$ cat src/include/corHX_macros.svh
`ifndef CORHX_MACROS_SVH
`define CORHX_MACROS_SVH

////////////////////////////////////////
// Scratch memory geometry
////////////////////////////////////////

// Word address into the scratch RAM
`define CORHX_ADDR_W 12

// One RAM word holds a G.729 accumulator
`define CORHX_DATA_W 32

////////////////////////////////////////
// Algorithm sizes
////////////////////////////////////////

// Samples per subframe
`define CORHX_L_SUBFR 40

// One memory region per vector
`define CORHX_X_BASE 12'd0
`define CORHX_H_BASE 12'd64
// Unscaled correlation words
`define CORHX_Y32_BASE 12'd128
`define CORHX_DN_BASE 12'd192

`endif

$ cat src/design/g729TypesPkg.sv
package g729TypesPkg;

	////////////////////////////////////////
	// Fixed-point word types
	////////////////////////////////////////

	// Q15 sample
	typedef logic signed [15:0] word16;

	// Q31 accumulator
	typedef logic signed [31:0] word32;

	////////////////////////////////////////
	// Saturation limits
	////////////////////////////////////////

	localparam word16 maxWord16 = 16'sh7FFF;
	localparam word16 minWord16 = 16'sh8000;

	localparam word32 maxWord32 = 32'sh7FFF_FFFF;
	localparam word32 minWord32 = 32'sh8000_0000;

endpackage

$ cat src/design/basicOps.sv
`timescale 1ns/100ps

module basicOps
(
	input  g729TypesPkg::word16 macA,
	input  g729TypesPkg::word16 macB,
	input  g729TypesPkg::word32 macC,
	output g729TypesPkg::word32 macOut,
	input  g729TypesPkg::word32 absIn,
	output g729TypesPkg::word32 absOut,
	input  g729TypesPkg::word32 subLA,
	input  g729TypesPkg::word32 subLB,
	output g729TypesPkg::word32 subLOut,
	input  g729TypesPkg::word16 addA,
	input  g729TypesPkg::word16 addB,
	output g729TypesPkg::word16 addOut,
	input  g729TypesPkg::word16 subA,
	input  g729TypesPkg::word16 subB,
	output g729TypesPkg::word16 subOut,
	input  g729TypesPkg::word32 shrVar,
	input  g729TypesPkg::word16 shrCount,
	output g729TypesPkg::word32 shrOut
);

	g729TypesPkg::word32 macProd;
	g729TypesPkg::word32 macMult;
	logic [32:0] macSum;
	logic [32:0] subLDiff;
	logic [16:0] addSum;
	logic [16:0] subDiff;
	logic [5:0] shlAmt;
	g729TypesPkg::word32 shlVal;

	////////////////////////////////////////
	// L_mac
	////////////////////////////////////////

	assign macProd = macA * macB;
	// -1 * -1 in Q15 is the one product that overflows L_mult
	assign macMult = (macProd == 32'sh4000_0000) ? g729TypesPkg::maxWord32 : macProd <<< 1;
	assign macSum = {macC[31], macC} + {macMult[31], macMult};
	assign macOut = (macSum[32] != macSum[31]) ?
		(macSum[32] ? g729TypesPkg::minWord32 : g729TypesPkg::maxWord32) : macSum[31:0];

	// L_abs
	assign absOut = (absIn == g729TypesPkg::minWord32) ? g729TypesPkg::maxWord32 :
		(absIn[31] ? -absIn : absIn);

	// L_sub
	assign subLDiff = {subLA[31], subLA} - {subLB[31], subLB};
	assign subLOut = (subLDiff[32] != subLDiff[31]) ?
		(subLDiff[32] ? g729TypesPkg::minWord32 : g729TypesPkg::maxWord32) : subLDiff[31:0];

	////////////////////////////////////////
	// 16-bit add and sub
	////////////////////////////////////////

	assign addSum = {addA[15], addA} + {addB[15], addB};
	assign addOut = (addSum[16] != addSum[15]) ?
		(addSum[16] ? g729TypesPkg::minWord16 : g729TypesPkg::maxWord16) : addSum[15:0];

	assign subDiff = {subA[15], subA} - {subB[15], subB};
	assign subOut = (subDiff[16] != subDiff[15]) ?
		(subDiff[16] ? g729TypesPkg::minWord16 : g729TypesPkg::maxWord16) : subDiff[15:0];

	// L_shr with a negative count acts as a saturating L_shl
	always_comb
	begin
		shlAmt = 6'd0;
		shlVal = shrVar;
		if (shrCount < 0)
		begin
			shlAmt = (shrCount < -16'sd32) ? 6'd32 : 6'(-shrCount);
			shlVal = shrVar <<< shlAmt;
			// Bits lost off the top mean saturation
			if ((shlVal >>> shlAmt) == shrVar)
				shrOut = shlVal;
			else
				shrOut = shrVar[31] ? g729TypesPkg::minWord32 : g729TypesPkg::maxWord32;
		end
		else if (shrCount >= 31)
			shrOut = shrVar[31] ? -32'sd1 : 32'sd0;
		else
			shrOut = shrVar >>> shrCount[4:0];
	end

endmodule

$ cat config.mk
export PLATFORM = sky130hd
export DESIGN_NAME = basicOps
export DESIGN_NICKNAME = d
export VERILOG_FILES = /design/src/include/corHX_macros.svh /design/src/design/g729TypesPkg.sv /design/src/design/basicOps.sv
export SDC_FILE = /design/constraint.sdc
export NUM_CORES = 1
export LEC_CHECK = 0
export BUFFER_PORTS_ARGS = -buffer_cell sky130_fd_sc_hd__buf_4
export CAP_MARGIN = 20
export CORE_MARGIN = 4
export CORE_UTILIZATION = 60
export DETAILED_ROUTE_END_ITERATION = 10
export PLACE_DENSITY = 0.88
export SYNTH_ARGS = -nofsm -noshare
export SYNTH_HDL_FRONTEND = slang
export SYNTH_SLANG_ARGS = --single-unit
$ cat constraint.sdc
create_clock -name vclk -period 20.4
set_input_delay 4.08 -clock vclk [all_inputs]
set_output_delay 4.08 -clock vclk [all_outputs]
set_load 0.02 [all_outputs]
* Word level (Yosys, flattened, before mapping)
Index checks and enable logic that the tools add are counted.
** Cells by class
- Add/sub/neg operators :: 6
- Multipliers :: 1
- $lt $le $gt $ge :: 3
- Equality and inequality tests :: 7
- Shifts and indexed selects :: 3
- Muxes and demuxes :: 17
** Operator list (number)
- 2-to-1 mux 32 bit :: 12
- == test 32 bit (second input constant) :: 2
- 2-to-1 mux 16 bit :: 4
- adder 32 x 32 -> 33 bit :: 1
- subtractor 32 x 32 -> 33 bit :: 1
- == test 32 bit :: 1
- multiplier 16 x 16 -> 32 bit :: 1
- negator 32 bit :: 1
- <<< shifter 32 x 6 -> 32 bit :: 1
- >>> shifter 32 x 5 -> 32 bit :: 1
- >>> shifter 32 x 6 -> 32 bit :: 1
- adder 16 x 16 -> 17 bit :: 1
- subtractor 16 x 16 -> 17 bit :: 1
- greater-or-equal comparator 16 x 6 -> 1 bit (second input constant) :: 1
- less-than comparator 16 x 1 -> 1 bit (second input constant) :: 1
- less-than comparator 16 x 6 -> 1 bit (second input constant) :: 1
- 2-to-1 mux 6 bit :: 1
- negator 6 bit :: 1
- inequality test 1 bit :: 4
** Storage, ports and cells
- Bits in registers :: 0

* Depth between registers and ports, before layout
- Word-level depth :: 7
- Gate-level depth with buffers :: 51

* Worst setup path after synthesis
OpenSTA, ideal clock, no wires.
- Path kind :: input -> output
- Start :: input port macA[11]
- End :: output port macOut[12]
- Arrival time :: 15149 ps
- Required time :: 16320 ps
- Slack :: 1171 ps
- Stages :: 47
- Buffers on the path :: 3
- Cell sequence :: clkbuf_1 > nand2_1 > fa_1 > inv_1 > fa_1 > inv_1 > fa_1 > inv_1 > fa_1 > fa_1 > fa_1 > ha_1 > or2_2 > a21oi_1 > a21oi_1 > a2111oi_0 > o21bai_1 > a221o_1 > [11 not listed] > a21o_1 > a21oi_1 > o21bai_1 > a21oi_1 > o21bai_1 > a41oi_1 > a2111oi_0 > o31ai_1 > a21oi_1 > nand2b_1 > a31oi_1 > o21ai_0 > a41o_1 > a21oi_1 > xnor2_1 > nor2_1 > clkbuf_1 > o21ai_0
** Between the ends
- Cells in the longest elaborated chain, start to end :: 6
- Elaborated cells between the ends (all ways) :: 7
- Classes of those cells :: 1 x add/sub; 1 x mul; 2 x eq/ne; 3 x mux
** Ends and longest elaborated chain
- start: declaration :: RTL line basicOps.sv:5 : input g729TypesPkg::word16 macA,
- multiplier 16 x 16 -> 32 bit * :: RTL line basicOps.sv:38 : assign macProd = macA * macB;
- == test 32 bit :: RTL line basicOps.sv:40 : assign macMult = (macProd == 32'sh4000_0000) ? g729TypesPkg::maxWord32 : macProd <<< 1;
- 2-to-1 mux 32 bit * :: RTL line basicOps.sv:40
- adder 32 x 32 -> 33 bit * :: RTL line basicOps.sv:41 : assign macSum = {macC[31], macC} + {macMult[31], macMult};
- 2-to-1 mux 32 bit / inequality test 1 bit (equally long branches) :: RTL line basicOps.sv:43, basicOps.sv:42
- 2-to-1 mux 32 bit * :: RTL line basicOps.sv:42 : assign macOut = (macSum[32] != macSum[31]) ?
- end: declaration :: RTL line basicOps.sv:8 : output g729TypesPkg::word32 macOut,
Every way passes the cells marked *; elsewhere a longest branch is shown, timed or not.

* Worst setup path after layout
- Start :: input port macB[2]
- End :: output port macOut[8]
** Between the ends
- Cells in the longest elaborated chain, start to end :: 6
- Elaborated cells between the ends (all ways) :: 7
- Classes of those cells :: 1 x add/sub; 1 x mul; 2 x eq/ne; 3 x mux
** Ends and longest elaborated chain
- start: declaration :: RTL line basicOps.sv:6 : input g729TypesPkg::word16 macB,
- multiplier 16 x 16 -> 32 bit * :: RTL line basicOps.sv:38
- == test 32 bit :: RTL line basicOps.sv:40
- 2-to-1 mux 32 bit * :: RTL line basicOps.sv:40
- adder 32 x 32 -> 33 bit * :: RTL line basicOps.sv:41
- 2-to-1 mux 32 bit / inequality test 1 bit (equally long branches) :: RTL line basicOps.sv:43, basicOps.sv:42
- 2-to-1 mux 32 bit * :: RTL line basicOps.sv:42
Marked as above.

==> run metrics <==
outcome finished with violations; failing checks DRC; Seq Cell Count 0; Mapped Area 22100 um^2; num rows 70; drt pass-1 iters 11; Synth Warn # 0; min Tclk post-route 19910 ps; nets 3984; Fillers 2832; Synth Area in Adders 34.6%; Setup-failing EPs final 0; Final Cycle Share 97.6%; Routed Antenna Nets 0; number of distinct library cells after synthesis 95; CTS Hold Buffers Added 0; drt first-iter violations 3305; Syn Nets 3693; Hold Path Sink absOut[0]; CP Data Required Time 16320 ps; Hold Startpoint absIn[0]; vias in the first global route 24.9k; global-route wire length before repair 137000 um; Worst Hold Depth 4; Wirelength per Cell 24.7 um; CP endpoint kind output pin; max incr delay on CP 640 ps; most frequent cells in the layout buf_4 (463), nand2_1 (365), inv_1 (343), fa_1 (266); total die area 40000 um^2; Layout area overhead 15.6%; Post-Synthesis Cells 2974; CORE AREA 36400 um^2; total track usage 43.5%; critical path type input port to output pin; die height 200 um; Synth Area in Compound Gates 23.1%; pin count of the biggest net entering global routing 59; post-synthesis mux area share 6.36%; Mean Syn Cell Area 7.43 um^2; Total Wirelength 92300 um; most frequent cell on the critical path fa_1; Reg area 0 um^2; Slowest-stage cell, CP fa_1; Synth Area in XOR/XNOR 5.90%; Tightest Hold Check Type input port to output pin; crit path buf inv count 8; number of primary I/O pins 432; Final GP Congestion 1.13; initial antenna violation count 1; Via density 6.80; CP arrival 15830 ps; Hold WS 8490 ps; # port buffers 432; post-DP HPWL 73500 um; Synth Area in Simple Gates 20.9%; Fmax 50.2 MHz; fin. max-slew vios 0; Final Hold Viols 0; main combinational cell family by area after synthesis adder cells; gr ovfl total 0; Worst Max-Slew Pin Slew 1250 ps; most common cell after layout, fill and taps aside buf_4; max-cap check violation count 0; Slew HR 16.1%; drc violations 17; Vias 25.4k; Die X 200 um; layout cell share with drive strength beyond 1 17.2%; CP delay by family, top adder cells; clock buffers 0; startpoint types input port; initial core utilization 60.7%; sequential share of the synthesized area 0%; critical-path maximum fanout 18
-- through the flow --
step	std cells	setup TNS, ps	cell area, um^2	worst slack, ps	utilization, %
after floorplan	2974	0	22100	1170	-
after global placement	3729	0	25500	441	69.9
after detailed placement	3730	0	25500	67.4	70.0
after CTS	3730	0	25500	39.3	70.0
after global routing	3731	-3.50	25600	-3.50	70.2
final	3733	0	25600	489	70.2
-- cell usage after synthesis, drive strengths merged (6+ instances only) --
cell type,n,area share [%]
nand2b,17,0.48
nand4,22,0.62
o31ai,23,0.78
a21o,41,1.4
and3,25,0.71
nor2b,27,0.76
a21boi,9,0.31
a211o,7,0.28
o311ai,8,0.32
o211ai,35,1.2
o41ai,6,0.24
clkbuf,130,2.2
xnor2,82,3.2
nor4,10,0.28
nor2,159,2.7
xor2,67,2.7
mux2,18,0.92
or2,23,0.65
inv,344,5.8
a31oi,24,0.75
a22oi,38,1.3
fa,266,24
and2,145,4.1
o21a,22,0.75
o21bai,22,0.75
a22o,12,0.48
a211oi,38,1.3
and4,6,0.25
ha,181,10
o221ai,8,0.32
nand3,56,1.3
nand2,368,6.3
a221oi,8,0.32
or3,17,0.48
a21oi,195,4.4
mux4,16,1.6
o21ai,200,4.5
a2111oi,11,0.44
nor3,47,1.2
mux2i,81,3.8
buf,45,1.1
o22ai,14,0.40
or4,14,0.51
a41o,7,0.32
-- tightest hold or removal path, cell delays in order --
cell	delay (ps)
buf_4	70
inv_1	60
nand2_1	70
buf_4	130
-- layout make-up --
cell class         instances  area [um^2]  share of cell area (%)
diodes                     2         5.00                  0.0196
repair buffers           464         3490                    13.6
multi-input cells       2454        20200                    79.0
well taps                468          586                    2.29
inverters                345         1290                    5.07
-- repair_timing --
item	4_1_cts	5_1_grt
endpoints found under the hold margin	0	0
buffers inserted	0	1
setup endpoints to repair	0	31
resized for setup	0	16
-- kinds of logic (layout without fill, tap and decap cells) --
family / count (synthesis) / in the layout
AO/OA/AOI/OAI: 787 / 787
XOR/XNOR: 149 / 149
adder cells (fa/ha/maj): 452 / 452
buffers and inverters: 520 / 809
multiplexers: 115 / 115
other: 0 / 2
AND/OR/NAND/NOR: 951 / 951
-- worst max-delay path by stage --
stage,startpoint,to,slack [ps],depth (start not counted)
2_1_floorplan,macA[11],macOut[12],1170,47
3_3_place_gp,macB[1],macOut[18],440,45
3_5_place_dp,macB[1],macOut[13],70,45
4_1_cts,macB[2],macOut[13],40,47
5_1_grt,macB[1],macOut[2],-3,47
6_report,macB[2],macOut[8],490,48
-- per-layer routing --
metal | vias to the layer above | part of all wire (%) | track usage [%]
met3 | 500 | 14 | 14.5
li1 | 10839 | - | -
met4 | 4 | 5.9 | 17.4
met5 | - | 0.19 | 0
met1 | 11942 | 35 | 54.3
met2 | 2086 | 45 | 70.0
