**config.mk**
```make
export PLATFORM = sky130hd
export DESIGN_NAME = corHXControl
export DESIGN_NICKNAME = d
export VERILOG_FILES = /design/src/design/g729TypesPkg.sv /design/src/design/corHXPkg.sv /design/src/design/corHXControl.sv
export VERILOG_INCLUDE_DIRS = /design/src /design/src/include
export SDC_FILE = /design/constraint.sdc
export NUM_CORES = 1
export LEC_CHECK = 0
export BUFFER_PORTS_ARGS = -buffer_cell sky130_fd_sc_hd__buf_4
export CORE_AREA = 2 2 221 223
export DETAILED_ROUTE_END_ITERATION = 6
export DIE_AREA = 0 0 223 225
export PLACE_DENSITY = 0.47
export SLEW_MARGIN = 20
export SYNTH_ARGS = -nofsm -noshare
export SYNTH_HDL_FRONTEND = slang
export SYNTH_SLANG_ARGS = --single-unit
export TNS_END_PERCENT = 20
```
**constraint.sdc**
```tcl
create_clock -name clk -period 7.13 [get_ports clk]
set_input_delay 0.713 -clock clk [delete_from_list [all_inputs] [get_ports clk]]
set_output_delay 0.713 -clock clk [all_outputs]
set_load 0.02 [all_outputs]
```
**src/include/corHX_macros.svh**
```systemverilog
`ifndef CORHX_MACROS_SVH
`define CORHX_MACROS_SVH

////////////////////////////////////////
// Scratch memory geometry
////////////////////////////////////////

// Word address into the scratch RAM
`define CORHX_ADDR_W 12

// One RAM word holds a G.729 accumulator
`define CORHX_DATA_W 32

////////////////////////////////////////
// Algorithm sizes
////////////////////////////////////////

// Samples per subframe
`define CORHX_L_SUBFR 40

// One memory region per vector
`define CORHX_X_BASE 12'd0
`define CORHX_H_BASE 12'd64
// Unscaled correlation words
`define CORHX_Y32_BASE 12'd128
`define CORHX_DN_BASE 12'd192

`endif

```
**src/design/g729TypesPkg.sv**
```systemverilog
package g729TypesPkg;

	////////////////////////////////////////
	// Fixed-point word types
	////////////////////////////////////////

	// Q15 sample
	typedef logic signed [15:0] word16;

	// Q31 accumulator
	typedef logic signed [31:0] word32;

	////////////////////////////////////////
	// Saturation limits
	////////////////////////////////////////

	localparam word16 maxWord16 = 16'sh7FFF;
	localparam word16 minWord16 = 16'sh8000;

	localparam word32 maxWord32 = 32'sh7FFF_FFFF;
	localparam word32 minWord32 = 32'sh8000_0000;

endpackage

```
**src/design/corHXPkg.sv**
```systemverilog
package corHXPkg;

	// Cor_h_X controller states
	typedef enum logic [3:0]
	{
		IDLE,
		// Correlation loop over i and j
		CLEAR_ACC,
		READ_X,
		READ_H,
		MAC,
		STORE_Y,
		FIND_MAX,
		// Block normalization
		START_NORM,
		WAIT_NORM,
		CALC_SHIFT,
		// Scaling pass into dn
		READ_Y,
		WRITE_DN,
		FINISH
	} corHXState;

endpackage

```
**src/design/corHXControl.sv**
```systemverilog
`timescale 1ns/100ps
`include "corHX_macros.svh"

module corHXControl
(
	input  logic clk,
	input  logic rst,
	input  logic start,
	input  logic [`CORHX_DATA_W-1:0] memIn,
	output logic [`CORHX_ADDR_W-1:0] memReadAddr,
	output logic [`CORHX_ADDR_W-1:0] memWriteAddr,
	output logic [`CORHX_DATA_W-1:0] memOut,
	output logic memWriteEn,
	output logic done,
	output g729TypesPkg::word32 normVar1,
	output logic normReady,
	input  g729TypesPkg::word16 normValue,
	input  logic normDone,
	output g729TypesPkg::word16 macA,
	output g729TypesPkg::word16 macB,
	output g729TypesPkg::word32 macC,
	input  g729TypesPkg::word32 macOut,
	output g729TypesPkg::word32 absIn,
	input  g729TypesPkg::word32 absOut,
	output g729TypesPkg::word32 subLA,
	output g729TypesPkg::word32 subLB,
	input  g729TypesPkg::word32 subLOut,
	output g729TypesPkg::word16 addA,
	output g729TypesPkg::word16 addB,
	input  g729TypesPkg::word16 addOut,
	output g729TypesPkg::word16 subA,
	output g729TypesPkg::word16 subB,
	input  g729TypesPkg::word16 subOut,
	output g729TypesPkg::word32 shrVar,
	output g729TypesPkg::word16 shrCount,
	input  g729TypesPkg::word32 shrOut
);

	corHXPkg::corHXState state;
	g729TypesPkg::word16 i;
	g729TypesPkg::word16 j;
	g729TypesPkg::word16 xReg;
	g729TypesPkg::word32 acc;
	g729TypesPkg::word32 maxReg;
	g729TypesPkg::word16 normReg;
	g729TypesPkg::word16 normLimit;
	g729TypesPkg::word16 shiftAmt;
	logic lastI;
	logic lastJ;

	assign lastI = (i == g729TypesPkg::word16'(`CORHX_L_SUBFR - 1));
	assign lastJ = (j == g729TypesPkg::word16'(`CORHX_L_SUBFR - 1));

	// norm_l result capped at 16
	assign normLimit = (normReg > 16'sd16) ? 16'sd16 : normReg;

	////////////////////////////////////////
	// Operator hookup
	////////////////////////////////////////

	// h sample arrives on memIn in MAC
	assign macA = xReg;
	assign macB = memIn[15:0];
	assign macC = acc;
	assign absIn = acc;
	assign subLA = absOut;
	assign subLB = maxReg;
	assign normVar1 = maxReg;
	assign shrVar = memIn;
	assign shrCount = shiftAmt;

	// add steps i in the outer loops and j in the inner loop
	assign addA = ((state == corHXPkg::FIND_MAX) || (state == corHXPkg::WRITE_DN)) ? i : j;
	assign addB = 16'sd1;
	// sub gives j - i for the h index, then 18 - norm
	assign subA = (state == corHXPkg::CALC_SHIFT) ? 16'sd18 : j;
	assign subB = (state == corHXPkg::CALC_SHIFT) ? normLimit : i;

	// Memory and strobe decode
	always_comb
	begin
		memReadAddr = `CORHX_X_BASE + j[`CORHX_ADDR_W-1:0];
		memWriteAddr = `CORHX_Y32_BASE + i[`CORHX_ADDR_W-1:0];
		memOut = acc;
		memWriteEn = 1'b0;
		normReady = 1'b0;
		done = 1'b0;
		case (state)
			corHXPkg::READ_H:
				memReadAddr = `CORHX_H_BASE + subOut[`CORHX_ADDR_W-1:0];
			corHXPkg::READ_Y:
				memReadAddr = `CORHX_Y32_BASE + i[`CORHX_ADDR_W-1:0];
			corHXPkg::STORE_Y:
				memWriteEn = 1'b1;
			corHXPkg::START_NORM:
				normReady = 1'b1;
			corHXPkg::WRITE_DN:
			begin
				// extract_l result stored sign-extended
				memWriteAddr = `CORHX_DN_BASE + i[`CORHX_ADDR_W-1:0];
				memOut = {{(`CORHX_DATA_W-16){shrOut[15]}}, shrOut[15:0]};
				memWriteEn = 1'b1;
			end
			corHXPkg::FINISH:
				done = 1'b1;
			default:
				;
		endcase
	end

	////////////////////////////////////////
	// State and loop counters
	////////////////////////////////////////

	always_ff @(posedge clk)
	begin
		if (rst)
		begin
			state <= corHXPkg::IDLE;
			i <= 16'sd0;
			j <= 16'sd0;
		end
		else
		begin
			case (state)
				corHXPkg::IDLE:
				begin
					if (start)
					begin
						i <= 16'sd0;
						state <= corHXPkg::CLEAR_ACC;
					end
				end
				corHXPkg::CLEAR_ACC:
				begin
					j <= i;
					state <= corHXPkg::READ_X;
				end
				corHXPkg::READ_X:
					state <= corHXPkg::READ_H;
				corHXPkg::READ_H:
					state <= corHXPkg::MAC;
				corHXPkg::MAC:
				begin
					j <= addOut;
					state <= lastJ ? corHXPkg::STORE_Y : corHXPkg::READ_X;
				end
				corHXPkg::STORE_Y:
					state <= corHXPkg::FIND_MAX;
				corHXPkg::FIND_MAX:
				begin
					i <= addOut;
					state <= lastI ? corHXPkg::START_NORM : corHXPkg::CLEAR_ACC;
				end
				corHXPkg::START_NORM:
					state <= corHXPkg::WAIT_NORM;
				corHXPkg::WAIT_NORM:
				begin
					if (normDone)
						state <= corHXPkg::CALC_SHIFT;
				end
				corHXPkg::CALC_SHIFT:
				begin
					i <= 16'sd0;
					state <= corHXPkg::READ_Y;
				end
				corHXPkg::READ_Y:
					state <= corHXPkg::WRITE_DN;
				corHXPkg::WRITE_DN:
				begin
					i <= addOut;
					state <= lastI ? corHXPkg::FINISH : corHXPkg::READ_Y;
				end
				default:
					state <= corHXPkg::IDLE;
			endcase
		end
	end

	// Datapath registers
	always_ff @(posedge clk)
	begin
		case (state)
			corHXPkg::IDLE:
				maxReg <= 32'sd0;
			corHXPkg::CLEAR_ACC:
				acc <= 32'sd0;
			corHXPkg::READ_H:
				xReg <= memIn[15:0];
			corHXPkg::MAC:
				acc <= macOut;
			corHXPkg::FIND_MAX:
			begin
				// Only a strictly larger magnitude replaces the maximum
				if (subLOut > 0)
					maxReg <= absOut;
			end
			corHXPkg::WAIT_NORM:
			begin
				if (normDone)
					normReg <= normValue;
			end
			corHXPkg::CALC_SHIFT:
				shiftAmt <= subOut;
			default:
				;
		endcase
	end

endmodule

```
[After elaboration in Yosys (flattened, before gate mapping)]
Cells that the tools add are included.
Storage, ports and cells
  bits in writable memories: 0
  memories: 0
  register bits: 148
  logic and storage cells: 63
  memory bits (read-only): 0
  output and inout bits: 363
  latch bits: 0
  bits of input ports: 212
Cells by class
  equal/unequal tests: 17
  bitwise gates (word level): 0
  add/sub/neg operators: 3
  multipliers: 0
  muxes and demuxes: 22
  reduce and logical (&&, ||, !) cells: 11
  shift operators: 0
  order comparisons: 2
  div/mod/pow operators: 0
Operator list (number)
  case mux 32 bit (2 select lines): 2
  2-to-1 mux 16 bit: 5
  2-to-1 mux 32 bit: 2
  case mux 16 bit (3 select lines): 1
  case mux 4 bit (12 select lines): 1
  == test 16 x 7 -> 1 bit (second input constant): 2
  greater-than comparator 32 x 1 -> 1 bit (second input constant): 1
  case mux 16 bit (2 select lines): 1
  adder 8 x 12 -> 12 bit (first input constant): 2
  case mux 12 bit (2 select lines): 1
  == test 4 bit (second input constant): 5
  == test 4 x 3 -> 1 bit (second input constant): 4
  greater-than comparator 16 x 6 -> 1 bit (second input constant): 1
  adder 7 x 12 -> 12 bit (first input constant): 1
  2-to-1 mux 12 bit: 1
  2-to-1 mux 3 bit: 3
  == test 4 x 2 -> 1 bit (second input constant): 2
  2-to-1 mux 4 bit: 2
  AND reduction 2 bit: 4
  == test 4 x 1 -> 1 bit (second input constant): 1
  zero test 4 bit: 1
  inequality test 2 bit (second input constant): 2
  nonzero test 2 bit: 2
  OR reduction 2 bit: 2
  other kinds (4): 6

[Logic depth before layout (Yosys ltp)]
  word-level depth: 4
  gate-level depth with buffers: 8
  gate-level depth less buffers: 6

[Worst setup path before layout]
No wires, ideal clock.
  kind: reg-to-output
  start point: register state[3]
  end point: output port memReadAddr[11]
  slack: 4.669 ns
  cell stages (with the launch flop): 9
  arrival time: 1.748 ns
  path through: dfxtp_1 > buf_2 > nor2b_2 > nand3_1 > inv_2 > nor2_1 > buf_2 > a22oi_1 > o21ai_0
On the way
  word-level cells in the longest chain between the ends: 2
  elaborated cells on any way between the ends: 3
  those cells by class: 2 x eq/ne; 1 x mux
Ends and longest elaborated chain
  start, declared: line corHXControl.sv:39  | corHXPkg::corHXState state;
  start signal, assigned: line corHXControl.sv:119  | state <= corHXPkg::IDLE;
  start signal, assigned: line corHXControl.sv:131  | state <= corHXPkg::CLEAR_ACC;
  start signal, assigned: line corHXControl.sv:137  | state <= corHXPkg::READ_X;
  == test 4 bit / == test 4 x 2 -> 1 bit (equally long branches): line corHXControl.sv:88  | case (state)
  case mux 12 bit (2 select lines) (*): line corHXControl.sv:88
  end, declared: line corHXControl.sv:10  | output logic [`CORHX_ADDR_W-1:0] memReadAddr,
Every way passes the cells marked *; elsewhere a longest branch is shown, timed or not.

[Worst setup path after layout]
  start point: register state[1]
  end point: output port memReadAddr[11]
Same word-level chain as after synthesis.

==> summary.md <==
| Metric | Value |
|---|---|
| Post-synth EDFFs | `approximately 110` |
| Post-DP Area | `0.0115 mm²` |
| Crit-path cells | `nor2b_2 -> nand3_1 -> inv_2 -> nor2_1 -> buf_4 -> a22oi_1 -> o21ai_0 -> buf_4` |
| Largest net degree at the start of global routing | `37` |
| Pre-antenna DRT Iters | `4` |
| Worst Skew | `between 0.01 and 0.015 ns` |
| TritonCTS clock tree | `built` |
| Post-CTS Setup Bufs | `0` |
| Via count of the first global-routing pass | `~6,500` |
| Sequential-to-total area share from yosys stat | `about half` |
| Slew of the pin with the lowest slew margin | `about 0.7 ns` |
| Synth Register Bits | `roughly 150` |
| Die area | `between 0.05 and 0.06 mm²` |
| Max Freq | `between 0.2 and 0.3 GHz` |
| PwrDens | `226 mW/mm²` |
| Root buf cell | `clkbuf_16` |
| Power share of the clock group | `just over 30%` |
| First-pass GRT wire length | `45.2 mm` |
| Post_cts resized | `0` |
| Routed WL | `32.5 mm` |
| Adder-cell area share of the yosys netlist | `less than 1%` |
| Max_slew headroom | `a little over half` |
| Hold Vio Cnt, Final | `0` |
| R2R Path End | `normVar1[5]$_SDFFCE_PN0P_` |
| Area delta synth->final | `46.2%` |
| Int Pwr | `between 1.5 and 2 mW` |
| CP dominant cell by count | `buf_4` |
| Synth area leader | `edfxtp_1` |
| R2R depth | `5` |
| Max VDD drop | `roughly 0.00016 V` |
| Clock tree sinks | `roughly 150` |
| # hold bufs at CTS | `0` |
| R2r startpoint | `state[1]$_SDFFE_PP0P_` |
| ANT cells | `0` |
| Vias per inst | `3.80` |
| I/O pin count | `575` |
| Pre-CTS setup slack | `about 3.5 ns` |
| CP max-delay cell | `dfxtp_1` |
| Worst Hold End | `normReg[2]$_DFFE_PP_` |
| CP bufs+invs | `3` |
| Die height | `~230 µm` |
| Post-Syn Instances | `approximately 800` |
| Overall power | `around 2.7 mW` |
| Fin worst setup slack | `between 3 and 4 ns` |
| CTS HTree Levels | `4` |
| Fin crit share | `between 50% and 60%` |
| Sw frac | `around a third` |
| Global route total overflow | `0` |
| Combinational share of power | `29.5%` |
| Largest family of logic cells by synthesized area | `buffers and inverters` |
| Max stage delay on crit path | `between 0.7 and 0.8 ns` |
| Outcome | `finished clean` |
| Fillers | `just over 5,000` |
| Vias | `~6,600` |
| Worst min path class | `primary input to flop` |
| Synth Flop Type | `edfxtp_1` |
| IO buf count | `510` |
| Xor/xnor share of the synthesized area | `1.49%` |
| Arrival @ worst endpoint | `between 3 and 4 ns` |
| 1st-iter DRT viols | `approximately 320` |
| Routed WL per cell | `approximately 19 µm` |
| CTS clk-pin slew, worst paths | `about 0.060 ns` |
| Mux cell area share after synthesis | `around 4.9%` |
| Initial Util | `~17%` |
| Synth Area in Simple Gates | `approximately 18%` |
| Critical Path End Type | `primary output` |
| GRT Util Overall | `between 10 and 15%` |
| Synth unique cells | `59` |
| Initial antenna violation count | `1` |
| Sequential Power Share | `about two fifths` |
| RD Place Congestion | `just under 0.8` |
| Core area | `between 0.04 and 0.05 mm²` |
| RSZ-0062 raised after global routing | `false` |
| Reg2Reg Setup Slack | `roughly 4.6 ns` |
| Endpoints failing setup | `0` |
| Hold Crit Start | `normValue[2]` |
| LEAKAGE | `approximately 5.4 nW` |
| Max FO, Critical Path | `25` |
| Min Tclk post-route | `approximately 4 ns` |
| Routed Antenna Nets | `0` |
| Compound-Gate Fraction of Synth Area | `under 10%` |
| Maxcap violations | `0` |
| Top cells by area, synth | `edfxtp_1 (41%), buf_4 (15%), dfxtp_1 (8.7%)` |
| CTS Buf Count | `17` |
| DRC viols | `0` |
| CP delay by family, top | `buffers and inverters` |
| Switch Pwr | `roughly 0.90 mW` |
| CP startpoint kind | `flop` |
| Synth async-reset ratio | `0%` |
| Site Rows | `80` |
| CTS max path bufs | `2` |
| Die width | `approximately 220 µm` |
| Setup CP Type | `flop to primary output` |
| Nets | `between 1,000 and 1,500` |
| Final max-slew violation count | `0` |
| Synth warnings | `0` |
| Post-route design area | `around 0.012 mm²` |
| HPWL after detailed placement | `around 26 mm` |
| Syn_area_per_cell | `about 11 µm²` |
| Total Negative Setup Slacks | `0 ns` |
| Worst-Skew Late Latency | `approximately 0.47 ns` |
| Share of the synthesized area in the top cell type | `between 40% and 50%` |
| Hold Crit Depth | `1` |
| Worst Path Required | `6.42 ns` |
| Layout cells sized above 1 | `roughly 51%` |
| Post-Syn Area | `slightly above 0.008 mm²` |
[synthesized netlist by cell type (2+ instances only)]
| master | number |
|---|---|
| buf_4 | 169 |
| edfxtp_1 | 112 |
| nand2_1 | 102 |
| and2_1 | 79 |
| nor2_1 | 45 |
| dfxtp_1 | 36 |
| clkbuf_1 | 25 |
| mux2i_1 | 17 |
| a211oi_1 | 16 |
| a32oi_1 | 16 |
| a22o_1 | 15 |
| mux2_4 | 14 |
| nor4_1 | 12 |
| buf_2 | 11 |
| a22oi_1 | 8 |
| xnor2_1 | 8 |
| nor3_1 | 7 |
| xor2_1 | 6 |
| ha_1 | 5 |
| inv_1 | 5 |
| nand2b_1 | 5 |
| nand3_1 | 5 |
| a31oi_1 | 4 |
| buf_6 | 4 |
| nand4_1 | 4 |
| o21ai_0 | 4 |
| a221o_1 | 3 |
| nor2b_1 | 3 |
| a21oi_1 | 2 |
| and3_1 | 2 |
| and4bb_1 | 2 |
| buf_1 | 2 |
| conb_1 | 2 |
| mux2_2 | 2 |
| nor3_2 | 2 |
[registers in the layout (all words and copies together) (netlist names)]
register / count
absIn: 32
normVar1: 32
i: 16
j: 16
macA: 16
normReg: 16
shrCount: 16
state: 4
[final cells by class]
type / count / area, µm² / share of cell area, %
tap: 615 / 769 / 6.39
multi-input combinational: 427 / 2740 / 22.7
clock buffer: 18 / 429 / 3.56
inverter: 6 / 22.5 / 0.187
timing repair buffer: 522 / 3920 / 32.5
clock inverter: 12 / 91.3 / 0.758
sequential: 148 / 4080 / 33.9
[kinds of logic (layout without fill, tap and decap cells)]
kind of cell | after synthesis | in the layout
buf+inv | 217 | 558
simple gates | 283 | 283
mux | 33 | 33
fa+ha+maj | 5 | 5
other cells | 2 | 16
compound gates | 76 | 76
xor+xnor | 14 | 14
flops | 148 | 148
[power by group through the flow]
stage | clock (mW) | combinational (mW) | sequential (mW)
after floorplan | 0 | 0.444 | 1.15
after global placement | 0 | 0.811 | 1.11
after detailed placement | 0 | 0.813 | 1.11
after CTS | 0.871 | 0.815 | 1.10
after global routing | 0.904 | 0.850 | 1.11
final | 0.829 | 0.805 | 1.09
[worst register-to-register path: stages, from the launching register on]
cell and delay (ns):
dfxtp_1 0.78, and4bb_4 0.58, nor2b_1 0.21, o21ai_0 0.12, nand2_1 0.08, buf_4 0.39
[worst max path at each step]
stage	start	to	cells past startpoint
after floorplan	state[3]$_SDFFE_PP0P_	memReadAddr[11]	8
after global placement	state[1]$_SDFFE_PP0P_	memReadAddr[11]	8
after detailed placement	state[1]$_SDFFE_PP0P_	memReadAddr[11]	8
after CTS	state[1]$_SDFFE_PP0P_	memReadAddr[11]	8
after global routing	state[1]$_SDFFE_PP0P_	memReadAddr[11]	8
final	state[1]$_SDFFE_PP0P_	memReadAddr[11]	8
[through the flow]
| stage | cells | hold WS (ns) | utilization [%] |
|---|---|---|---|
| 2_1_floorplan | 792 | 0.492 | - |
| 3_3_place_gp | 1718 | 0.520 | 24.3 |
| 3_5_place_dp | 1718 | 0.545 | 24.3 |
| 4_1_cts | 1748 | 0.364 | 25.3 |
| 5_1_grt | 1748 | 0.382 | 25.3 |
| 6_report | 1748 | 0.419 | 25.3 |
[cell usage in the layout (no fill, tap or decap), types with 3 or more instances in the layout]
| cell type | n |
|---|---|
| xor2_1 | 6 |
| mux2i_1 | 17 |
| inv_1 | 5 |
| a211oi_1 | 16 |
| clkinv_1 | 5 |
| a32oi_1 | 16 |
| nor2_1 | 45 |
| clkbuf_16 | 17 |
| xnor2_1 | 8 |
| a22oi_1 | 8 |
| o21ai_0 | 4 |
| ha_1 | 5 |
| mux2_4 | 14 |
| edfxtp_1 | 112 |
| nand2b_1 | 5 |
| nand3_1 | 5 |
| dfxtp_1 | 36 |
| a31oi_1 | 4 |
| nor4_1 | 12 |
| nand4_1 | 4 |
| and2_1 | 79 |
| buf_4 | 522 |
| nor2b_1 | 3 |
| a221o_1 | 3 |
| a22o_1 | 15 |
| nor3_1 | 6 |
| conb_1 | 16 |
| nand2_1 | 102 |
[routing by layer]
metal  wire length [µm]  GRT usage [%]
met5                  0              0
met4                719           4.57
met3               2760           5.59
met2              15500           19.8
met1              13500           15.1
No activity file was read; power rests on OpenSTA's default activity.
