$ cat src/include/corHX_macros.svh
`ifndef CORHX_MACROS_SVH
`define CORHX_MACROS_SVH

////////////////////////////////////////
// Scratch memory geometry
////////////////////////////////////////

// Word address into the scratch RAM
`define CORHX_ADDR_W 12

// One RAM word holds a G.729 accumulator
`define CORHX_DATA_W 32

////////////////////////////////////////
// Algorithm sizes
////////////////////////////////////////

// Samples per subframe
`define CORHX_L_SUBFR 40

// One memory region per vector
`define CORHX_X_BASE 12'd0
`define CORHX_H_BASE 12'd64
// Unscaled correlation words
`define CORHX_Y32_BASE 12'd128
`define CORHX_DN_BASE 12'd192

`endif

$ cat src/design/g729TypesPkg.sv
package g729TypesPkg;

	////////////////////////////////////////
	// Fixed-point word types
	////////////////////////////////////////

	// Q15 sample
	typedef logic signed [15:0] word16;

	// Q31 accumulator
	typedef logic signed [31:0] word32;

	////////////////////////////////////////
	// Saturation limits
	////////////////////////////////////////

	localparam word16 maxWord16 = 16'sh7FFF;
	localparam word16 minWord16 = 16'sh8000;

	localparam word32 maxWord32 = 32'sh7FFF_FFFF;
	localparam word32 minWord32 = 32'sh8000_0000;

endpackage

$ cat src/design/normL.sv
`timescale 1ns/100ps

module normL
(
	input  logic clk,
	input  logic rst,
	input  g729TypesPkg::word32 normVar1,
	input  logic normReady,
	output g729TypesPkg::word16 normValue,
	output logic normDone
);

	logic busy;
	logic [4:0] shiftCount;
	g729TypesPkg::word32 shiftReg;

	// One shift per cycle while busy
	always_ff @(posedge clk)
	begin
		if (rst)
		begin
			busy <= 1'b0;
			normDone <= 1'b0;
		end
		else
		begin
			normDone <= 1'b0;
			if (normReady)
			begin
				// Zero and all-ones are answered without shifting
				if ((normVar1 == 32'sd0) || (normVar1 == -32'sd1))
					normDone <= 1'b1;
				else
					busy <= 1'b1;
			end
			else if (busy && (shiftReg[31] != shiftReg[30]))
			begin
				busy <= 1'b0;
				normDone <= 1'b1;
			end
		end
	end

	// Datapath
	always_ff @(posedge clk)
	begin
		if (normReady)
		begin
			shiftReg <= normVar1;
			shiftCount <= 5'd0;
			if (normVar1 == 32'sd0)
				normValue <= 16'sd0;
			else if (normVar1 == -32'sd1)
				normValue <= 16'sd31;
		end
		else if (busy)
		begin
			if (shiftReg[31] != shiftReg[30])
				normValue <= {11'd0, shiftCount};
			else
			begin
				shiftReg <= shiftReg <<< 1;
				shiftCount <= shiftCount + 5'd1;
			end
		end
	end

endmodule

$ cat config.mk
export PLATFORM = sky130hd
export DESIGN_NAME = normL
export DESIGN_NICKNAME = d
export VERILOG_FILES = /design/src/include/corHX_macros.svh /design/src/design/g729TypesPkg.sv /design/src/design/normL.sv
export SDC_FILE = /design/constraint.sdc
export NUM_CORES = 1
export LEC_CHECK = 0
export ABC_AREA = 1
export BUFFER_PORTS_ARGS = -buffer_cell sky130_fd_sc_hd__buf_2
export CAP_MARGIN = 20
export CORE_MARGIN = 5
export CORE_UTILIZATION = 57
export DETAILED_ROUTE_END_ITERATION = 8
export PLACE_DENSITY_LB_ADDON = 0.25
export SYNTH_ARGS = -nofsm -noshare
export SYNTH_HDL_FRONTEND = slang
export SYNTH_SLANG_ARGS = --single-unit
$ cat constraint.sdc
create_clock -name clk -period 3.84 [get_ports clk]
set_clock_uncertainty 0.05 [all_clocks]
set_input_delay 0.96 -clock clk [delete_from_list [all_inputs] [get_ports clk]]
set_output_delay 0.96 -clock clk [all_outputs]
set_load 0.02 [all_outputs]
Word level (Yosys, flattened, before mapping). Index checks and enable logic that the tools add are counted.

Register bits: 55.

Reductions and logical operators: 10. Bitwise gates (word level): 1. Equal/unequal tests: 5. $add $sub $neg: 1. Muxes and demuxes: 14.

Operator list (number): 32-bit two-way mux (3); 16-bit two-way mux (5); 32-bit by 1-bit equality test with 1-bit output, second input constant (1); 32-bit logical NOT (1); 1-bit two-way mux (6); 2-bit AND reduction (3); 2-bit nonzero test (3); 5-bit by 1-bit adder with 5-bit output, second input constant (1); 2-bit != test, second input constant (2); 3-bit by 1-bit != test with 1-bit output, second input constant (1); 3-bit AND reduction (1); 1-bit logical AND (1); 1-bit logical OR (1); 1-bit != test (1); 1-bit inverter (1).

Longest topological paths before layout. Gate-level depths: netlist (run 1).

Word-level depth: 4. Depth in mapped cells: 9. Gate-level depth less buffers: 9.

Worst setup path after synthesis (run 1). OpenSTA, ideal clock, no wires.

Path kind: input-to-reg. Start: input normReady. End: register shiftReg[0] (enable). Stages: 3. Buffers on the path: 1. Setup time: 0.390 ns. Required time: 3.400 ns. Slack: 1.513 ns. Arrival: 1.887 ns. Path through: buf_2 inv_2 nand2_1.

Cells in the longest elaborated chain, start to end: 2. Elaborated cells between the ends (all ways): 3. Classes of those cells: eq/ne (1); reduce/logical (2).

RTL lines: start: declaration (RTL line normL.sv:8) `input logic normReady,`; 2-bit != test (no source line) / 2-bit nonzero test (equally long branches); 2-bit AND reduction (no source line) (*); end signal: assignment (RTL line normL.sv:49) `shiftReg <= normVar1;`; end signal: assignment (RTL line normL.sv:62) `shiftReg <= shiftReg <<< 1;`; end: declaration (RTL line normL.sv:15) `g729TypesPkg::word32 shiftReg;`.

Every way passes the cells marked *; elsewhere a longest branch is shown, timed or not. A chain may end at the register's enable or synchronous reset.

Worst setup path in the final report (run 1). Ends and elaborated chain as after synthesis.

==> impl_metrics.yaml, run 1 <==
clocking:
  cts_max_path_buffers: 2
  cts_setup_buffers: 0
  cts_htree_levels: 2
  cts_tree: "done"
  post_cts_resized: 0
  hold_buffers: 0
  clkSlewWorstSetupHoldPaths_ns: 0.08
  cts_buffers: 5
  cts.sinks: 44
  clock_latency_ns: 0.29
  cts-root-buf: "clkbuf_8"
yosys:
  synthMuxAreaShare_pct: 0
  synth_top_family_by_area: "simple AND/OR/NAND/NOR gates"
  synth-simple-area-share_pct: 22.90
  synth_cell_types: 20
  synth-seq-area-share_pct: 56.12
  synth_xor_area_share_pct: 0.7295
  syn_area_per_cell_um2: 8.543
  syn_inst: 261
  syn-cell-area_mm2: 0.002230
  yosysWarnings: 0
  synth-compound-area-share_pct: 8.305
  synth_seq_cells: 44
  synthAdderAreaFrac_pct: 0.5612
timing:
  worst_pin_slew_ns: 0.6858
  finalHoldViolations: 0
  fmax_ghz: 0.4687
  relSlewSlack_pct: 54.17
  rsz0062_at_grt: "false"
  slew_viol_final: 0
  setup_viol: 0
  timing.final.ws_setup_ns: 1.706
  period_needed_ns: 2.134
  min_period_over_period_pct: 55.56
  setup_tns_ns: 0
power_and_ir_drop:
  power_density_mw_per_mm2: 421.4
  irDropWorstVdd_v: 0.0002239
  p_leak_nw: 1.186
setup_path:
  crit_buf_inv: 3
  r2r_setup_slack_ns: 1.91
  end_kind: "register"
  slowest_delay_ns: 0.52
  cp_top_family: "buffers and inverters"
  r2r-end: "shiftReg[0]$_SDFFCE_PN0P_"
  critPathArrivalTime_ns: 2.08
  cp_slowest_cell: "nand2_1"
  crit_chain: "buf_2, inv_2, nand2_1, buf_12"
  cp.required_ns: 3.79
  timing.rr.start: "shiftReg[30]$_DFFE_PP_"
  worstPathMaxFanout: 19
  reg2reg_depth: 4
  crit_path_start_kind: "input port"
  setup.worst_path.class: "input port to register"
final_layout:
  nNetsFinal: 337
  most-common-layout-cells: "nand2_1, buf_2, edfxtp_1"
  diodes: 0
  mostFrequentLayoutCell: "nand2_1"
  drive_gt1_share_pct: 18.54
  stdcell_count: 350
  nFillCells: 326
  syn_to_final_growth_pct: 13.92
place:
  io_buffers: 40
  placed_cells: 342
  hpwl_um: 3042
  dp_slack_ns: 1.414
  gp_congestion: 0.8065
floorplanning:
  die_x_um: 72.55
  core_mm2: 0.003716
  start_util_pct: 60.00
  num_io_pins: 52
  die_area_mm2: 0.005263
  rows: 22
  dieHeight_um: 72.55
global_route:
  grt_overflow_total: 0
  grt_pass1_wl_um: 6610
  grt_usage_pct: 16.11
  grt_start_max_net_pins: 61
  antenna_found_initial: 0
  grt_pass1_vias: 1547
drt:
  totalWireLength_um: 4004
  firstDrtPassIters: 4
  viasPerCell: 4.823
  num_vias: 1688
  wl_per_cell_um: 11.44
  detail-route-antenna-nets: 0
  drcViolationCount: 0
  dr.first_iter.drc_count: 102
hold_path:
  holdPathEnd: "busy$_SDFFE_PP0P_"
  holdPathStages: 2
  min_from: "busy$_SDFFE_PP0P_"
  hp-class: "register to register"
run_status:
  status: "finished clean"
flow_run:
  drv_cap: 0
-- where the power goes --
part	internal (W)	switching, W
clock network	0.000193	0.000147
registers	0.000575	0.0000159
logic	0.0000484	0.0000903
-- per-layer routing --
| layer | global-route usage (%) | part of all wire [%] | vias to the layer above |
|---|---|---|---|
| met5 | 0 | 0 | - |
| met1 | 20.56 | 45 | 742 |
| met2 | 26.75 | 46 | 55 |
| met3 | 4.294 | 7.7 | 7 |
| met4 | 4.918 | 1.3 | 0 |
| li1 | - | - | 884 |
-- through the flow --
stage	area [µm²]	power, W	hold slack [ns]	utilization (%)
after floorplan	2267	0.0007002	0.4130	-
after global placement	2432	0.0007357	0.4363	65.45
after detailed placement	2432	0.0007413	0.4448	65.45
after CTS	2540	0.001080	0.4625	68.35
after global routing	2540	0.001122	0.4927	68.35
final	2540	0.001070	0.4605	68.35
-- worst register-to-register path, cell delays in order, from the launching register on --
cell and delay (ns):
edfxtp_1 0.43, xnor2_2 0.25, nand2_4 0.13, nand2_1 0.53, buf_12 0.25
-- registers in the layout, indices dropped and copies added (netlist names) --
| register | cells |
|---|---|
| shiftCount | 5 |
| normDone | 1 |
| normValue | 5 |
| busy | 1 |
| shiftReg | 32 |
-- worst max-delay path by stage --
| stage | startpoint | to | slack (ns) | cells past startpoint |
|---|---|---|---|---|
| floorplan | normReady | shiftReg[0]$_SDFFCE_PN0P_ | 1.51 | 3 |
| global placement | normReady | shiftReg[0]$_SDFFCE_PN0P_ | 1.43 | 4 |
| finish | normReady | shiftReg[0]$_SDFFCE_PN0P_ | 1.71 | 4 |
| global route | normReady | normValue[1]$_DFFE_PP_ | 1.61 | 6 |
| detailed placement | normReady | shiftReg[0]$_SDFFCE_PN0P_ | 1.41 | 4 |
| CTS | normReady | shiftReg[1]$_DFFE_PP_ | 1.71 | 4 |
-- synthesized netlist by cell type --
master    instances  share of area [%]
nand2_1          91                 15
edfxtp_1         37                 50
o21ai_1          33                7.4
inv_1            31                5.2
nor2_1           24                4.0
buf_4            11                3.7
buf_2             8                1.8
dfxtp_1           7                6.3
a21oi_1           4               0.90
nand3_1           3               0.67
inv_2             2               0.34
nor3b_2           2                1.1
clkinv_1          1               0.17
conb_1            1               0.17
ha_1              1               0.56
nand2_4           1               0.51
nand4_1           1               0.28
nor3_1            1               0.22
nor3_4            1               0.73
xnor2_2           1               0.73
-- final cells by class --
| type | instances | area, µm² | area share (%) |
|---|---|---|---|
| flip-flops and latches | 44 | 1251 | 49.26 |
| multi-input cells | 174 | 765.7 | 30.15 |
| repair buffers | 42 | 227.7 | 8.965 |
| inverters | 34 | 127.6 | 5.025 |
| clock buffers | 6 | 72.57 | 2.857 |
| well taps | 48 | 60.06 | 2.365 |
| clock inverters | 2 | 35.03 | 1.379 |
-- cells by family after synthesis --
| kind of cell | after synthesis |
|---|---|
| DFF | 44 |
| xor gates and xnor gates | 1 |
| adders and majority gates | 1 |
| and+or+nand+nor | 124 |
| AOI/OAI and AO/OA | 37 |
| other | 1 |
| buffers and inverters | 53 |
(Power assumes the default switching activity.)
==> run 2, diff against run 1 <==
--- a/config.mk
+++ b/config.mk
@@ -5,11 +5,11 @@
 export SDC_FILE = /design/constraint.sdc
 export NUM_CORES = 1
 export LEC_CHECK = 0
-export ABC_AREA = 1
+export ABC_AREA = 0
 export BUFFER_PORTS_ARGS = -buffer_cell sky130_fd_sc_hd__buf_2
 export CAP_MARGIN = 20
 export CORE_MARGIN = 5
-export CORE_UTILIZATION = 57
+export CORE_UTILIZATION = 47
 export DETAILED_ROUTE_END_ITERATION = 8
 export PLACE_DENSITY_LB_ADDON = 0.25
 export SYNTH_ARGS = -nofsm -noshare
==> constraint.sdc (replaced) <==
create_clock -name clk -period 1.85 [get_ports clk]
set_clock_uncertainty 0.05 [all_clocks]
set_input_delay 0.4625 -clock clk [delete_from_list [all_inputs] [get_ports clk]]
set_output_delay 0.4625 -clock clk [all_outputs]
set_load 0.02 [all_outputs]
==> impl_metrics.yaml, run 2 <==
yosys:
  synth_area_leader_cell: "edfxtp_1"
  synthTopCellsByArea: "edfxtp_1, mux2_2, dfxtp_1"
  synth_seq_cells: 44
  synth-edff-count: 37
  synth-seq-area-share_pct: 60.46
  syn_area_per_cell_um2: 13.62
  synth_top_area_share_pct: 53.69
  yosysWarnings: 0
  synth-main-ff-cell: "edfxtp_1"
  synth_cell_types: 23
  syn_inst: 152
  syn-cell-area_mm2: 0.002069
  async_flop_share_pct: 0
  synth_common_cells: "edfxtp_1, mux2_2, nand4_1"
  synth.most_common_cell: "edfxtp_1"
drt:
  viasPerCell: 5.318
  totalWireLength_um: 3898
  firstDrtPassIters: 4
  wl_per_cell_um: 15.11
  detail-route-antenna-nets: 0
  num_vias: 1372
  dr.first_iter.drc_count: 51
  drcViolationCount: 0
final_layout:
  mostFrequentLayoutCell: "buf_2"
  diodes: 0
  syn_to_final_growth_pct: 20.80
  drive_gt1_share_pct: 44.66
  largest_reg_flops: 32
  reg.largest.list: "shiftReg (32), normValue (5), shiftCount (5)"
  stdcell_count: 258
  most-common-layout-cells: "buf_2, edfxtp_1, mux2_2"
  nNetsFinal: 241
  top_register: "shiftReg"
place:
  gp_congestion: 0.7990
  placed_cells: 250
  hpwl_um: 3037
  io_buffers: 40
timing:
  rsz0062_at_grt: "false"
  finalHoldViolations: 0
  period_needed_ns: 1.745
  fmax_ghz: 0.5729
  hold_slack_ns: 0.3731
  min_period_over_period_pct: 94.35
  setup_viol: 0
  slew_viol_final: 0
global_route:
  grt_pass1_vias: 1489
  grt_overflow_total: 0
  grt_usage_pct: 13.88
  grt_pass1_wl_um: 6527
  antenna_found_initial: 0
  grt_start_max_net_pins: 26
flow_run:
  drv_cap: 0
power_and_ir_drop:
  power_density_mw_per_mm2: 905.0
  p_leak_nw: 0.9600
  p_total_w: 0.002262
  irDropWorstVdd_v: 0.0005274
clocking:
  post_cts_resized: 0
  cts_htree_levels: 2
  cts_max_path_buffers: 2
  clock_latency_ns: 0.29
  cts_setup_buffers: 0
  cts_tree: "done"
  cts-root-buf: "clkbuf_8"
  hold_buffers: 0
  cts.sinks: 44
  cts_buffers: 5
  clkSlewWorstSetupHoldPaths_ns: 0.08
setup_path:
  critPathArrivalTime_ns: 1.71
  end_kind: "register"
  setup.worst_path.class: "input port to register"
  worstPathMaxFanout: 5
  crit_path_start_kind: "input port"
  cp.required_ns: 1.82
run_status:
  status: "finished clean"
floorplanning:
  die_x_um: 76.36
  die_area_mm2: 0.005830
  rows: 24
  core_mm2: 0.004324
  num_io_pins: 52
  dieHeight_um: 76.36
  start_util_pct: 47.86
hold_path:
  hp-class: "input port to register"
run 2: cell count changes in the layout (fill, tap and decap cells not counted), sizes merged, moves of 11 or more:
cell / delta
inv: -26
mux2: +31
nand2: -87
nand4: +11
nor2: -20
o21ai: -27
run 2: cells by family (layout without fill, tap and decap cells):
logic type / count (synthesis) / in the layout / share of synthesized area [%]
buf+inv: 23 / 67 / 6.409
xor+xnor: 5 / 5 / 2.479
compound gates: 11 / 11 / 3.325
mux: 31 / 31 / 16.87
simple gates: 36 / 36 / 9.673
fa+ha+maj: 1 / 1 / 0.6045
other cells: 1 / 11 / 0.1812
flops: 44 / 44 / 60.46
run 2: power breakdown:
| group | switching, W | internal, W |
|---|---|---|
| logic | 0.000152 | 0.000141 |
| registers | 0.0000308 | 0.00119 |
| clock network | 0.000314 | 0.000435 |
| total | 0.000497 | 0.00177 |
run 2: layer usage:
| layer | up-vias | global-route usage, % | share of wire (%) |
|---|---|---|---|
| li1 | 666 | - | - |
| met1 | 660 | 16.09 | 41 |
| met2 | 40 | 23.29 | 51 |
| met3 | 6 | 5.319 | 6.5 |
| met4 | 0 | 4.895 | 1.4 |
| met5 | - | 0 | 0 |
run 2: path summary, 6_finish.rpt:
kind	startpoint	endpoint	slack, ns	cells past startpoint
max	normVar1[9]	normValue[4]$_DFFE_PP_	0.10	6
min	rst	normDone$_SDFF_PP0_	0.37	2
max reg2reg	shiftReg[30]$_DFFE_PP_	shiftReg[28]$_DFFE_PP_	0.39	4
min reg2reg	shiftCount[1]$_SDFFE_PP0P_	shiftCount[1]$_SDFFE_PP0P_	0.45	2
run 2: cell type report:
class,instances,area [µm²]
sequential,44,1251
clock buffer,6,82.58
clock inverter,2,33.78
fill,383,1824
tap,52,65.06
inverter,7,26.28
multi-input combinational,95,725.7
timing repair buffer,52,315.3
run 2: per-stage QoR:
step / utilization [%] / instance area (µm²) / setup TNS (ns) / setup WS [ns]
5_1_grt: 57.81 / 2500 / 0 / 0.03009
3_5_place_dp: 55.12 / 2384 / -1.692 / -0.2036
2_1_floorplan: - / 2110 / 0 / 0.08092
4_1_cts: 57.81 / 2500 / 0 / 0.1106
3_3_place_gp: 55.12 / 2384 / -1.752 / -0.1847
6_report: 57.81 / 2500 / 0 / 0.1046
run 2: worst max-delay path, cell delays in order:
cell and delay, ns:
buf_2 0.11, nor4_1 0.36, nand4_1 0.18, a2bb2oi_1 0.20, o22ai_1 0.21, buf_4 0.17
==> run 3, diff against run 2 <==
--- a/config.mk
+++ b/config.mk
@@ -6,7 +6,7 @@
 export NUM_CORES = 1
 export LEC_CHECK = 0
 export ABC_AREA = 0
-export BUFFER_PORTS_ARGS = -buffer_cell sky130_fd_sc_hd__buf_2
+export BUFFER_PORTS_ARGS = -buffer_cell sky130_fd_sc_hd__buf_4
 export CAP_MARGIN = 20
 export CORE_MARGIN = 5
 export CORE_UTILIZATION = 47
==> impl_metrics.yaml, run 3 (same netlist as run 2, synthesis figures left out) <==
hold_path:
  holdPathStages: 2
  hp-class: "input port to register"
  holdPathEnd: "normDone$_SDFF_PP0_"
  min_from: "rst"
floorplanning:
  start_util_pct: 47.86
  dieHeight_um: 76.36
  num_io_pins: 52
  die_x_um: 76.36
  die_area_mm2: 0.005830
  rows: 24
  core_mm2: 0.004324
drt:
  totalWireLength_um: 4138
  wl_per_cell_um: 16.10
  num_vias: 1373
  viasPerCell: 5.342
  drcViolationCount: 0
  firstDrtPassIters: 4
  dr.first_iter.drc_count: 152
  detail-route-antenna-nets: 0
setup_path:
  cp.required_ns: 1.82
  timing.rr.start: "shiftReg[30]$_DFFE_PP_"
  r2r-end: "shiftReg[16]$_DFFE_PP_"
  r2r_setup_slack_ns: 0.36
  critPathArrivalTime_ns: 1.69
  crit_path_start_kind: "input port"
  worstPathMaxFanout: 5
  setup.worst_path.class: "input port to register"
  end_kind: "register"
  reg2reg_depth: 4
final_layout:
  most-common-layout-cells: "buf_4, edfxtp_1, mux2_2"
  top_register: "shiftReg"
  multi_input_area_um2: 732.0
  drive_gt1_share_pct: 44.88
  nFillCells: 360
  reg.largest.list: "shiftReg (32), normValue (5), shiftCount (5)"
  mostFrequentLayoutCell: "buf_4"
  nNetsFinal: 240
  syn_to_final_growth_pct: 24.18
  diodes: 0
  largest_reg_flops: 32
  final_core_util_pct: 59.43
  stdcell_count: 257
  ff_latch_area_mm2: 0.001251
  fin_area_mm2: 0.002570
clocking:
  clkSlewWorstSetupHoldPaths_ns: 0.08
  cts.sinks: 44
  cts_setup_buffers: 0
  cts_max_path_buffers: 2
  hold_buffers: 0
  clock_latency_ns: 0.30
  cts_htree_levels: 2
  cts_buffers: 5
  cts_tree: "done"
  cts-root-buf: "clkbuf_8"
power_and_ir_drop:
  seq_power_share_pct: 55.7
  netSwitchingFraction_pct: 22.97
  p_int_w: 0.001689
  irDropWorstVdd_v: 0.0005389
  switchingPower_w: 0.0005038
  p_leak_nw: 0.9770
  p_clk_share_pct: 30.0
  comb_power_share_pct: 14.3
  power_density_mw_per_mm2: 853.4
timing:
  min_period_over_period_pct: 92.91
  rsz0062_at_grt: "false"
  period_needed_ns: 1.719
  slew_viol_final: 0
  setup_tns_ns: 0
  setup_viol: 0
  finalHoldViolations: 0
  fmax_ghz: 0.5818
flow_run:
  drv_cap: 0
place:
  placed_cells: 249
  post_dp_cell_area_mm2: 0.002464
  io_buffers: 40
  hpwl_um: 3074
  gp_congestion: 0.8059
global_route:
  antenna_found_initial: 0
  grt_pass1_wl_um: 6637
  grt_pass1_vias: 1435
  grt_overflow_total: 0
  grt_start_max_net_pins: 35
  grt_usage_pct: 14.37
run_status:
  status: "finished clean"
run 3: changes by cell type in the layout (fill, tap and decap cells not counted), sizes merged:
cell | before | now
clkbuf | 6 | 8
buf | 52 | 51
bufinv | 1 | 0
clkinv | 1 | 0
run 3: timing repair:
item,4_1_cts,5_1_grt
endpoints found under the hold margin,0,0
endpoints found under the setup margin,0,1
gates resized for setup,0,1
run 3: per-layer routing:
layer	part of all wire, %	track usage [%]	vias up
met3	6.5	5.083	10
li1	-	-	658
met5	0	0	-
met1	40	16.22	654
met2	51	24.14	51
met4	2.4	6.643	0
run 3: worst max path at each step:
stage / startpoint / to / cells past startpoint
CTS: normVar1[9] / normValue[3]$_DFFE_PP_ / 6
detailed placement: normVar1[9] / normValue[3]$_DFFE_PP_ / 6
floorplan: normVar1[1] / normValue[0]$_DFFE_PP_ / 4
finish: normVar1[26] / normValue[3]$_DFFE_PP_ / 6
global route: normVar1[14] / normValue[3]$_DFFE_PP_ / 6
global placement: normVar1[9] / normValue[0]$_DFFE_PP_ / 6
run 3: layout make-up:
| type | instances | share of cell area [%] |
|---|---|---|
| inverters | 7 | 1.022 |
| clock buffers | 8 | 3.895 |
| flip-flops and latches | 44 | 48.69 |
| well taps | 52 | 2.532 |
| repair buffers | 51 | 15.38 |
| multi-input cells | 95 | 28.48 |
run 3: stage by stage:
stage          setup WS (ns)  hold slack (ns)  total power, W
2_1_floorplan        0.08092           0.4114        0.001424
3_3_place_gp         -0.1685           0.4263        0.001540
3_5_place_dp         -0.2340           0.4367        0.001559
4_1_cts              0.07356           0.3380        0.002204
5_1_grt              0.05924           0.3466        0.002282
6_report              0.1312           0.3437        0.002193
run 3: critical path, cell delays in order:
cell       delay (ns)
buf_4            0.12
nor4_1           0.35
nand4_1          0.21
a2bb2oi_1        0.20
o22ai_1          0.18
buf_4            0.17
run 3: power groups by stage:
stage,combinational (W),clock (W),sequential (W)
4_1_cts,0.000315,0.000666,0.00122
3_3_place_gp,0.000301,0,0.00124
5_1_grt,0.000343,0.000709,0.00123
3_5_place_dp,0.000313,0,0.00125
6_report,0.000314,0.000658,0.00122
2_1_floorplan,0.000185,0,0.00124
